<file path="src/cpuPkg.sv">
package cpuPkg;

	// ~~~~~~~~~~~~~~~~~~~~~~~~~~~~~~
	// widths and basic types
	// ~~~~~~~~~~~~~~~~~~~~~~~~~~~~~~
	localparam int WORD_W = 16;
	localparam int REG_W = 3;
	localparam int NUM_REGS = 8;
	localparam int SHAMT_W = 4; // shifts use only the low bits of rt.

	typedef logic [WORD_W-1:0] wordT;
	typedef logic [REG_W-1:0] regIdxT;

	// ~~~~~~~~~~~~~~~~~~~~~~~~~~~~~~
	// instruction encoding
	// ~~~~~~~~~~~~~~~~~~~~~~~~~~~~~~
	typedef enum logic [3:0] {
		NOP  = 4'd0,
		ADD  = 4'd1,
		SUB  = 4'd2,
		AND  = 4'd3,
		OR   = 4'd4,
		XOR  = 4'd5,
		SHL  = 4'd6,
		SHR  = 4'd7,
		ADDI = 4'd8,
		LDI  = 4'd9,
		LD   = 4'd10,
		ST   = 4'd11,
		HALT = 4'd15
	} opT;

	localparam int OP_MSB = 15;
	localparam int OP_LSB = 12;
	localparam int RD_MSB = 11;
	localparam int RD_LSB = 9;
	localparam int RS_MSB = 8;
	localparam int RS_LSB = 6;
	localparam int RT_MSB = 5;
	localparam int RT_LSB = 3;
	localparam int IMM6_MSB = 5; // sign-extended immediate.
	localparam int IMM8_MSB = 7; // zero-extended immediate of LDI.

	localparam wordT NOP_INSTR = '0;

	// ~~~~~~~~~~~~~~~~~~~~~~~~~~~~~~
	// control
	// ~~~~~~~~~~~~~~~~~~~~~~~~~~~~~~
	typedef enum logic [2:0] {
		ALU_ADD = 3'd0,
		ALU_SUB = 3'd1,
		ALU_AND = 3'd2,
		ALU_OR  = 3'd3,
		ALU_XOR = 3'd4,
		ALU_SHL = 3'd5,
		ALU_SHR = 3'd6
	} aluOpT;

	typedef struct packed {
		aluOpT aluOp;
		logic  useImm;
		logic  regWrite;
		logic  memWrite;
		logic  memToReg;
	} ctrlT;

	localparam ctrlT CTRL_NOP = '0;

	localparam int DMEM_WORDS = 16;

endpackage

</file>
<file path="src/cpuIf.sv">
interface decodeLink;
	logic valid;
	cpuPkg::ctrlT ctrl;
	logic isHalt;
	cpuPkg::regIdxT dest;
	cpuPkg::wordT opA;
	cpuPkg::wordT opB;
	cpuPkg::wordT storeData;

	modport src(output valid, ctrl, isHalt, dest, opA, opB, storeData);
	modport dst(input valid, ctrl, isHalt, dest, opA, opB, storeData);
endinterface

interface execLink;
	logic valid;
	cpuPkg::ctrlT ctrl;
	logic isHalt;
	cpuPkg::regIdxT dest;
	cpuPkg::wordT result;
	cpuPkg::wordT storeData;

	modport src(output valid, ctrl, isHalt, dest, result, storeData);
	modport dst(input valid, ctrl, isHalt, dest, result, storeData);
endinterface

</file>
<file path="src/decodeStage.sv">
module decodeStage (
	input  logic            clk,
	input  logic            rst,
	input  logic            fetchValid,
	input  cpuPkg::wordT    fetchInstr,
	input  logic            wbValid,
	input  cpuPkg::regIdxT  wbReg,
	input  cpuPkg::wordT    wbData,
	decodeLink.src          link
);

	cpuPkg::opT op;
	cpuPkg::ctrlT ctrl;
	logic isHalt;
	logic isLdi;
	cpuPkg::regIdxT rdIdx;
	cpuPkg::regIdxT rsIdx;
	cpuPkg::regIdxT rtIdx;
	cpuPkg::regIdxT rdIdxB;
	cpuPkg::wordT rdDataA;
	cpuPkg::wordT rdDataB;
	cpuPkg::wordT imm6Ext;
	cpuPkg::wordT imm8Ext;
	cpuPkg::wordT opA;
	cpuPkg::wordT opB;

	assign op = fetchValid ? cpuPkg::opT'(fetchInstr[cpuPkg::OP_MSB:cpuPkg::OP_LSB]) : cpuPkg::NOP;
	assign rdIdx = fetchInstr[cpuPkg::RD_MSB:cpuPkg::RD_LSB];
	assign rsIdx = fetchInstr[cpuPkg::RS_MSB:cpuPkg::RS_LSB];
	assign rtIdx = fetchInstr[cpuPkg::RT_MSB:cpuPkg::RT_LSB];

	assign imm6Ext = {{(cpuPkg::WORD_W-cpuPkg::IMM6_MSB-1){fetchInstr[cpuPkg::IMM6_MSB]}},
		fetchInstr[cpuPkg::IMM6_MSB:0]};
	assign imm8Ext = {{(cpuPkg::WORD_W-cpuPkg::IMM8_MSB-1){1'b0}}, fetchInstr[cpuPkg::IMM8_MSB:0]};

	// ~~~~~~~~~~~~~~~~~~~~~~~~~~~~~~
	// opcode decode
	// ~~~~~~~~~~~~~~~~~~~~~~~~~~~~~~
	always_comb begin
		ctrl = cpuPkg::CTRL_NOP;
		isHalt = 1'b0;
		isLdi = 1'b0;
		case (op)
			cpuPkg::ADD: ctrl = '{cpuPkg::ALU_ADD, 1'b0, 1'b1, 1'b0, 1'b0};
			cpuPkg::SUB: ctrl = '{cpuPkg::ALU_SUB, 1'b0, 1'b1, 1'b0, 1'b0};
			cpuPkg::AND: ctrl = '{cpuPkg::ALU_AND, 1'b0, 1'b1, 1'b0, 1'b0};
			cpuPkg::OR:  ctrl = '{cpuPkg::ALU_OR, 1'b0, 1'b1, 1'b0, 1'b0};
			cpuPkg::XOR: ctrl = '{cpuPkg::ALU_XOR, 1'b0, 1'b1, 1'b0, 1'b0};
			cpuPkg::SHL: ctrl = '{cpuPkg::ALU_SHL, 1'b0, 1'b1, 1'b0, 1'b0};
			cpuPkg::SHR: ctrl = '{cpuPkg::ALU_SHR, 1'b0, 1'b1, 1'b0, 1'b0};
			cpuPkg::ADDI: ctrl = '{cpuPkg::ALU_ADD, 1'b1, 1'b1, 1'b0, 1'b0};
			cpuPkg::LDI: begin
				ctrl = '{cpuPkg::ALU_ADD, 1'b1, 1'b1, 1'b0, 1'b0};
				isLdi = 1'b1; // computed as zero plus the immediate.
			end
			cpuPkg::LD: ctrl = '{cpuPkg::ALU_ADD, 1'b1, 1'b1, 1'b0, 1'b1};
			cpuPkg::ST: ctrl = '{cpuPkg::ALU_ADD, 1'b1, 1'b0, 1'b1, 1'b0};
			cpuPkg::HALT: isHalt = 1'b1;
			default: ctrl = cpuPkg::CTRL_NOP; // unused opcodes fall through as NOP.
		endcase
	end

	// Port B reads rd for a store, so its value can travel on as store data.
	assign rdIdxB = (op == cpuPkg::ST) ? rdIdx : rtIdx;
	assign opA = isLdi ? '0 : rdDataA;
	assign opB = ctrl.useImm ? (isLdi ? imm8Ext : imm6Ext) : rdDataB;

	regFile u_regFile (
		.clk     (clk),
		.rst     (rst),
		.rdIdxA  (rsIdx),
		.rdIdxB  (rdIdxB),
		.wrEn    (wbValid),
		.wrIdx   (wbReg),
		.wrData  (wbData),
		.rdDataA (rdDataA),
		.rdDataB (rdDataB)
	);

	always_ff @(posedge clk or posedge rst) begin
		if (rst) begin
			link.valid <= 1'b0;
			link.ctrl <= cpuPkg::CTRL_NOP;
			link.isHalt <= 1'b0;
			link.dest <= '0;
			link.opA <= '0;
			link.opB <= '0;
			link.storeData <= '0;
		end else begin
			link.valid <= fetchValid;
			link.ctrl <= ctrl;
			link.isHalt <= isHalt;
			link.dest <= rdIdx;
			link.opA <= opA;
			link.opB <= opB;
			link.storeData <= rdDataB;
		end
	end

endmodule

</file>
<file path="src/executeStage.sv">
module executeStage (
	input  logic clk,
	input  logic rst,
	decodeLink.dst link,
	execLink.src   out
);

	cpuPkg::wordT aluA;
	cpuPkg::wordT aluB;
	cpuPkg::wordT result;
	logic [cpuPkg::SHAMT_W-1:0] shamt;

	assign aluA = link.opA; // already zero for LDI.
	assign aluB = link.opB; // register or extended immediate.
	assign shamt = aluB[cpuPkg::SHAMT_W-1:0];

	// ~~~~~~~~~~~~~~~~~~~~~~~~~~~~~~
	// ALU
	// ~~~~~~~~~~~~~~~~~~~~~~~~~~~~~~
	always_comb begin
		case (link.ctrl.aluOp)
			cpuPkg::ALU_ADD: result = aluA + aluB; // also the LD/ST address.
			cpuPkg::ALU_SUB: result = aluA - aluB;
			cpuPkg::ALU_AND: result = aluA & aluB;
			cpuPkg::ALU_OR:  result = aluA | aluB;
			cpuPkg::ALU_XOR: result = aluA ^ aluB;
			cpuPkg::ALU_SHL: result = aluA << shamt;
			cpuPkg::ALU_SHR: result = aluA >> shamt;
			default:         result = aluA + aluB;
		endcase
	end

	// ~~~~~~~~~~~~~~~~~~~~~~~~~~~~~~
	// execute pipeline register
	// ~~~~~~~~~~~~~~~~~~~~~~~~~~~~~~
	always_ff @(posedge clk or posedge rst) begin
		if (rst) begin
			out.valid <= 1'b0;
			out.ctrl <= cpuPkg::CTRL_NOP;
			out.isHalt <= 1'b0;
			out.dest <= '0;
			out.result <= '0;
			out.storeData <= '0;
		end else begin
			out.valid <= link.valid;
			out.ctrl <= link.ctrl;
			out.isHalt <= link.valid && link.isHalt; // a halt flag needs a valid token behind it.
			out.dest <= link.dest;
			out.result <= result;
			out.storeData <= link.storeData;
		end
	end

endmodule

</file>
<file path="src/fetchStage.sv">
module fetchStage (
	input  logic         clk,
	input  logic         rst,
	input  logic         instrReq,
	input  cpuPkg::wordT instr,
	output logic         instrAck,
	output logic         fetchValid,
	output cpuPkg::wordT fetchInstr
);

	logic frozen;
	logic capture;
	logic isHaltInstr;

	// ~~~~~~~~~~~~~~~~~~~~~~~~~~~~~~
	// four-phase acknowledge
	// ~~~~~~~~~~~~~~~~~~~~~~~~~~~~~~
	assign capture = instrReq && !instrAck && !frozen;
	assign isHaltInstr = cpuPkg::opT'(instr[cpuPkg::OP_MSB:cpuPkg::OP_LSB]) == cpuPkg::HALT;

	always_ff @(posedge clk or posedge rst) begin
		if (rst) begin
			instrAck <= 1'b0;
		end else if (capture) begin
			instrAck <= 1'b1; // ack rises on the capturing edge.
		end else if (!instrReq) begin
			instrAck <= 1'b0; // source has withdrawn its request.
		end
	end

	// Once a halt is taken nothing more enters the pipe until reset.
	always_ff @(posedge clk or posedge rst) begin
		if (rst) begin
			frozen <= 1'b0;
		end else if (capture && isHaltInstr) begin
			frozen <= 1'b1;
		end
	end

	// ~~~~~~~~~~~~~~~~~~~~~~~~~~~~~~
	// instruction register
	// ~~~~~~~~~~~~~~~~~~~~~~~~~~~~~~
	always_ff @(posedge clk or posedge rst) begin
		if (rst) begin
			fetchValid <= 1'b0;
			fetchInstr <= cpuPkg::NOP_INSTR;
		end else if (capture) begin
			fetchValid <= 1'b1;
			fetchInstr <= instr;
		end else begin
			fetchValid <= 1'b0; // a bubble between accepted instructions.
			fetchInstr <= cpuPkg::NOP_INSTR;
		end
	end

endmodule

</file>
<file path="src/memStage.sv">
module memStage #(
	parameter int DMEM_WORDS = cpuPkg::DMEM_WORDS
) (
	input  logic           clk,
	input  logic           rst,
	execLink.dst           link,
	output logic           wbValid,
	output cpuPkg::regIdxT wbReg,
	output cpuPkg::wordT   wbData,
	output logic           halted
);

	localparam int ADDR_W = $clog2(DMEM_WORDS);

	cpuPkg::wordT dmem [DMEM_WORDS];
	logic [ADDR_W-1:0] addr;
	cpuPkg::wordT loadWord;

	assign addr = link.result[ADDR_W-1:0]; // wraps modulo the memory depth.
	assign loadWord = dmem[addr];

	// ~~~~~~~~~~~~~~~~~~~~~~~~~~~~~~
	// data memory
	// ~~~~~~~~~~~~~~~~~~~~~~~~~~~~~~
	always_ff @(posedge clk or posedge rst) begin
		if (rst) begin
			for (int i = 0; i < DMEM_WORDS; i++) begin
				dmem[i] <= '0;
			end
		end else if (link.valid && link.ctrl.memWrite) begin
			dmem[addr] <= link.storeData;
		end
	end

	// ~~~~~~~~~~~~~~~~~~~~~~~~~~~~~~
	// writeback register
	// ~~~~~~~~~~~~~~~~~~~~~~~~~~~~~~
	always_ff @(posedge clk or posedge rst) begin
		if (rst) begin
			wbValid <= 1'b0;
			wbReg <= '0;
			wbData <= '0;
			halted <= 1'b0;
		end else begin
			wbValid <= link.valid && link.ctrl.regWrite;
			wbReg <= link.dest;
			wbData <= link.ctrl.memToReg ? loadWord : link.result;
			if (link.valid && link.isHalt) begin
				halted <= 1'b1; // sticky until reset.
			end
		end
	end

endmodule

</file>
<file path="src/pipeCore.sv">
module pipeCore #(
	parameter int DMEM_WORDS = cpuPkg::DMEM_WORDS
) (
	input  logic           clk,
	input  logic           rst,
	input  cpuPkg::wordT   instr,
	input  logic           instrReq,
	output logic           instrAck,
	output logic           wbValid,
	output cpuPkg::regIdxT wbReg,
	output cpuPkg::wordT   wbData,
	output logic           halted
);

	logic fetchValid;
	cpuPkg::wordT fetchInstr;

	decodeLink decToExe ();
	execLink exeToMem ();

	// ~~~~~~~~~~~~~~~~~~~~~~~~~~~~~~
	// pipeline stages
	// ~~~~~~~~~~~~~~~~~~~~~~~~~~~~~~
	fetchStage u_fetch (
		.clk        (clk),
		.rst        (rst),
		.instrReq   (instrReq),
		.instr      (instr),
		.instrAck   (instrAck),
		.fetchValid (fetchValid),
		.fetchInstr (fetchInstr)
	);

	// The writeback outputs loop back here to the register file write port.
	decodeStage u_decode (
		.clk        (clk),
		.rst        (rst),
		.fetchValid (fetchValid),
		.fetchInstr (fetchInstr),
		.wbValid    (wbValid),
		.wbReg      (wbReg),
		.wbData     (wbData),
		.link       (decToExe.src)
	);

	executeStage u_execute (
		.clk  (clk),
		.rst  (rst),
		.link (decToExe.dst),
		.out  (exeToMem.src)
	);

	memStage #(
		.DMEM_WORDS (DMEM_WORDS)
	) u_mem (
		.clk     (clk),
		.rst     (rst),
		.link    (exeToMem.dst),
		.wbValid (wbValid),
		.wbReg   (wbReg),
		.wbData  (wbData),
		.halted  (halted)
	);

endmodule

</file>
<file path="src/regFile.sv">
module regFile (
	input  logic           clk,
	input  logic           rst,
	input  cpuPkg::regIdxT rdIdxA,
	input  cpuPkg::regIdxT rdIdxB,
	input  logic           wrEn,
	input  cpuPkg::regIdxT wrIdx,
	input  cpuPkg::wordT   wrData,
	output cpuPkg::wordT   rdDataA,
	output cpuPkg::wordT   rdDataB
);

	cpuPkg::wordT regs [cpuPkg::NUM_REGS];

	always_ff @(posedge clk or posedge rst) begin
		if (rst) begin
			for (int i = 0; i < cpuPkg::NUM_REGS; i++) begin
				regs[i] <= '0;
			end
		end else if (wrEn) begin
			regs[wrIdx] <= wrData;
		end
	end

	// ~~~~~~~~~~~~~~~~~~~~~~~~~~~~~~
	// read ports with write-through
	// ~~~~~~~~~~~~~~~~~~~~~~~~~~~~~~
	// A read in the cycle of the write sees the value about to land,
	// which covers the only hazard the spaced handshake leaves open.
	assign rdDataA = (wrEn && wrIdx == rdIdxA) ? wrData : regs[rdIdxA];
	assign rdDataB = (wrEn && wrIdx == rdIdxB) ? wrData : regs[rdIdxB];

endmodule

</file>
<file path="config.mk">
export PLATFORM = sky130hd
export DESIGN_NAME = pipeCore
export DESIGN_NICKNAME = d
export VERILOG_FILES = /design/src/cpuPkg.sv /design/src/cpuIf.sv /design/src/decodeStage.sv /design/src/executeStage.sv /design/src/fetchStage.sv /design/src/memStage.sv /design/src/pipeCore.sv /design/src/regFile.sv
export SDC_FILE = /design/constraint.sdc
export NUM_CORES = 1
export LEC_CHECK = 0
export ABC_CLOCK_PERIOD_IN_PS = 15300
export BUFFER_PORTS_ARGS = -buffer_cell sky130_fd_sc_hd__buf_2
export CAP_MARGIN = 10
export CORE_MARGIN = 5
export CORE_UTILIZATION = 45
export DETAILED_ROUTE_END_ITERATION = 10
export SLEW_MARGIN = 20
export SYNTH_ARGS = -nofsm -noshare
export SYNTH_HDL_FRONTEND = slang
export SYNTH_HIERARCHICAL = 1
export SYNTH_SLANG_ARGS = --single-unit
</file>
<file path="constraint.sdc">
create_clock -name clk -period 15.3 [get_ports clk]
set_input_delay 2.295 -clock clk [delete_from_list [all_inputs] [get_ports clk]]
set_output_delay 2.295 -clock clk [all_outputs]
set_load 0.01 [all_outputs]
</file>
* Word-level counts from Yosys, hierarchy flattened
Index checks and enable logic that the tools add are counted.
** Cells by class
- Bitwise gates (word level) :: 7
- Order comparisons :: 6
- Add/subtract/negate cells :: 2
- Mux-type cells :: 31
- Shift-type cells :: 2
- Equal/unequal tests :: 22
- Reductions and logical operators :: 14
** Operators by type and width (count)
- $bwmux W256 :: 1
- $mux W16 :: 15
- $bwmux W128 :: 1
- $bmux W16 S3 :: 2
- $pmux W16 S6 :: 1
- $pmux W7 S10 :: 1
- $bmux W16 S4 :: 1
- $demux W16 S4 :: 1
- $demux W16 S3 :: 1
- $eq A4 B4 Y1 const B :: 6
- $add A16 B16 Y16 :: 1
- $and A16 B16 Y16 :: 1
- $eq A4 B3 Y1 const B :: 4
- $or A16 B16 Y16 :: 1
- $shl A16 B4 Y16 :: 1
- $shr A16 B4 Y16 :: 1
- $sub A16 B16 Y16 :: 1
- $xor A16 B16 Y16 :: 1
- $ge A4 B4 Y1 const B :: 3
- $not A3 Y4 :: 3
- $logic_and A1 B1 Y1 :: 11
- $eq A3 B3 Y1 const B :: 3
- $eq A4 B2 Y1 const B :: 2
- $eq A3 B2 Y1 const B :: 2
- 13 further kinds :: 19
** Word-level totals
- Bits of input ports :: 19
- Output and inout bits :: 22
- Bits in registers :: 523
- Word-level logic and storage cells :: 134

* Longest topological paths before layout
- Depth after elaboration :: 9
- Gate-level depth with buffers :: 15
- Depth with buffers taken out :: 13

* By module
Netlist, hierarchy kept.
** Modules (own cells, without submodules)
- memStage :: area each 12375.6 um^2, times used 1, seq. area each 6931.6 um^2, cells each 825
- regFile :: area each 7478.4 um^2, times used 1, seq. area each 3203.1 um^2, cells each 453
- executeStage :: area each 4413.0 um^2, times used 1, seq. area each 1101.1 um^2, cells each 511
- decodeStage :: area each 1961.9 um^2, times used 1, seq. area each 1501.4 um^2, cells each 136
- fetchStage :: area each 655.6 um^2, times used 1, seq. area each 475.5 um^2, cells each 42

* Worst setup path before layout
No wires, ideal clock.
- Path type :: reg2reg
- Start point :: reg u_decode.link.opB[1]
- End point :: reg u_execute.out.result[13]
- Setup slack :: 12.121 ns
- Period minus slack after synthesis :: 3.179 ns
- Arrival :: 3.111 ns
- Cell stages (with the launch flop) :: 15
- Cell sequence :: dfrtp_1 > buf_6 > inv_2 > buf_1 > ha_1 > nand2_1 > o41ai_1 > xnor2_1 > ha_1 > a21oi_1 > nand2_1 > o211ai_1 > a21oi_1 > or4b_1 > nand3_1
** On the way
- Cells in the longest elaborated chain, start to end :: 2
- Elaborated cells between the ends (all ways) :: 5
** RTL lines
- from (decl) :: line cpuIf.sv:10 : modport src(output valid, ctrl, isHalt, dest, opA, opB, storeData);
- $add A16 B16 Y16 (tied with other cells) :: line executeStage.sv:22, executeStage.sv:29
- $pmux W16 S6 * :: line executeStage.sv:21 : case (link.ctrl.aluOp)
- net u_execute.result[13] :: line executeStage.sv:10 : cpuPkg::wordT result;
- to (decl) :: line cpuIf.sv:22 : modport src(output valid, ctrl, isHalt, dest, result, storeData);
The timed path passes the listed nets; every way through them passes the cells marked *.
A chain may end at the register's enable or synchronous reset.

==> run summary <==
Final Hold Vio Count: 0
minimum clock period after layout: 4.15 ns
CP endpoint kind: asynchronous set/reset pin
Synth Instances: 1961
WP data required: 15.92 ns
Layout fillers: 5009
Clock Power Share: 30.1%
Top Family by Delay on Critical Path: buffers and inverters
row count: 89
power share of the sequential group: 40.5%
TritonRoute pass-1 iters: 7
Post-CTS Setup Bufs: 0
Final ANT Viol Nets: 0
final WL: 68.8 mm
share of layout cells above drive strength 1: 37.2%
drt wl/cell: 24.8 µm
global-route total usage across every layer: 21.3%
Initial Utilization: 45.4%
initial antenna violation count: 3
port bufs: 40
unrepaired setup endpoints after global routing: false
post-synth net total: 2030
Layout area overhead: 9.62%
startpoint types: input port
first-pass GRT wire length: 106 mm
final period utilization: 27.1%
Worst Skew: 0.0503 ns
clock sink total: 523
CTS tree: built
CP max FO: 146
Worst path slowest cell: buf_4
Pins Over Slew Limit: 0
1st-iter DRT viols: 1255
Crit Path Class: in2async
critical path's largest stage delay: 0.80 ns
Die ar.: 64400 µm²
Max clock buf depth: 3
Psw: 1620 µW
P_int: 2920 µW
placed instance area: 27500 µm²
die width: 254 µm
max-cap violation count: 0
Relative slew margins: 27.8%
gpl congestion: 0.913
hold buffer count at CTS: 0
Nets: 2022
worst-skew pair later-pin latency: 0.61 ns
switch share: 35.6%
clk slew on worst S/H paths: 0.06 ns
Clock Root Buffer: clkbuf_16
fmax: 241 MHz
core area: 58900 µm²
Pwr Density: 155 nW/µm²
post-cts sizing count: 0
Gate power share: 29.4%
vias in the first global route: 16900
most frequent CP cell: buf_4
cts bufs inserted: 54
largest net degree at the start of global routing: 147
Syn Area/Cell: 13.6 µm²
Residual DRC: 0
H-tree depth: 2
peak supply drop: 0.101 mV
Worst Path Arrival: 4.77 ns
Tightest Hold Check Type: reg2reg
Slew @ Worst Pin: 1.08 ns
Final setup viols: 0
Die H: 254 µm
outcome: complete, no violations
Vias: 16400
I/O pin cnt: 41
hold slack: 0.316 ns
Via density: 5.92
YS warnings: 6
final instance area: 29300 µm²
total negative setup slack: 0 ns
worst path cell trace: buf_2 > clkinv_8 > buf_4 > buf_4
total power: 4540 µW
synthesized area: 26800 µm²
post-detail-place hpwl: 45.2 mm
Overflow after GRT: 0
static leakage: 0.0137 µW
CP Buf/Inv Count: 4
flip-flops by register name, summed over array words and instances, names as in the netlist, 3 cells and up:
signal / flops
u_decode/link.storeData: 16
u_decode/link.opA: 16
u_execute/out.ctrl: 3
u_execute/out.result: 16
u_decode/link.opB: 16
u_decode/u_regFile/regs: 128
u_execute/out.storeData: 16
u_mem/dmem: 256
u_fetch/fetchInstr: 16
u_decode/link.dest: 3
u_execute/out.dest: 3
u_mem/wbReg: 3
u_decode/link.ctrl: 6
u_mem/wbData: 16
power groups by stage:
stage / logic (µW) / clock network, µW / registers (µW)
floorplan: 1070 / 0 / 1640
global placement: 1300 / 0 / 1860
detailed placement: 1310 / 0 / 1860
CTS: 1320 / 1410 / 1840
global route: 1430 / 1470 / 1860
finish: 1330 / 1370 / 1840
per-stage QoR:
| stage | setup slack, ns | utilization, % | cells |
|---|---|---|---|
| finish | 11.15 | 49.8 | 2771 |
| global route | 10.68 | 49.8 | 2770 |
| CTS | 10.88 | 49.8 | 2770 |
| detailed placement | 10.23 | 46.6 | 2670 |
| global placement | 10.34 | 46.6 | 2670 |
| floorplan | 5.37 | - | 1961 |
path summary, 6_finish.rpt:
| check | cells past startpoint | slack, ns | end | startpoint |
|---|---|---|---|---|
| max | 4 | 11.15 | u_mem/dmem[235] | rst |
| min | 0 | 0.32 | u_execute/out.storeData[6] | u_decode/link.storeData[6] |
| max reg2reg | 13 | 11.56 | u_execute/out.result[13] | u_decode/link.opB[1] |
| min reg2reg | 0 | 0.32 | u_execute/out.storeData[6] | u_decode/link.storeData[6] |
| max in group clk | 1 | 11.37 | wbData[9] | u_mem/wbData[9] |
| min in group asynchronous | 2 | 1.80 | u_mem/wbReg[0] | rst |
per-layer routing:
layer	track usage, %	part of all wire [%]	up-vias
met5	0	0	-
met4	5.92	2.7	0
met3	3.22	4.9	122
met2	32.8	46	443
met1	31.8	46	8582
li1	-	-	7267
cell type report:
type	count	area, µm²	area share (%)
Antenna cell	1	2.50	0.00853
Clock buffer	74	1500	5.10
Clock inverter	26	375	1.28
Inverter	48	195	0.665
Multi-Input combinational cell	1241	12700	43.2
Sequential cell	523	13100	44.7
Tap cell	773	967	3.30
Timing Repair Buffer	85	538	1.83
placed cells by master (no fill, tap or decap), types with 14 or more instances in the layout:
master       n
dfrtp_1    520
mux2_2     444
mux2i_1     83
nor2_1      75
nand2_1     72
clkbuf_16   54
mux4_2      54
mux4_1      51
a21oi_1     49
ha_1        49
buf_4       45
inv_1       41
buf_2       40
o21ai_0     30
xnor2_1     28
nor2b_1     27
nor3_1      18
a211oi_1    18
a31oi_1     17
a221oi_1    16
and2_2      16
nand2b_1    14
(Power assumes the default switching activity.)
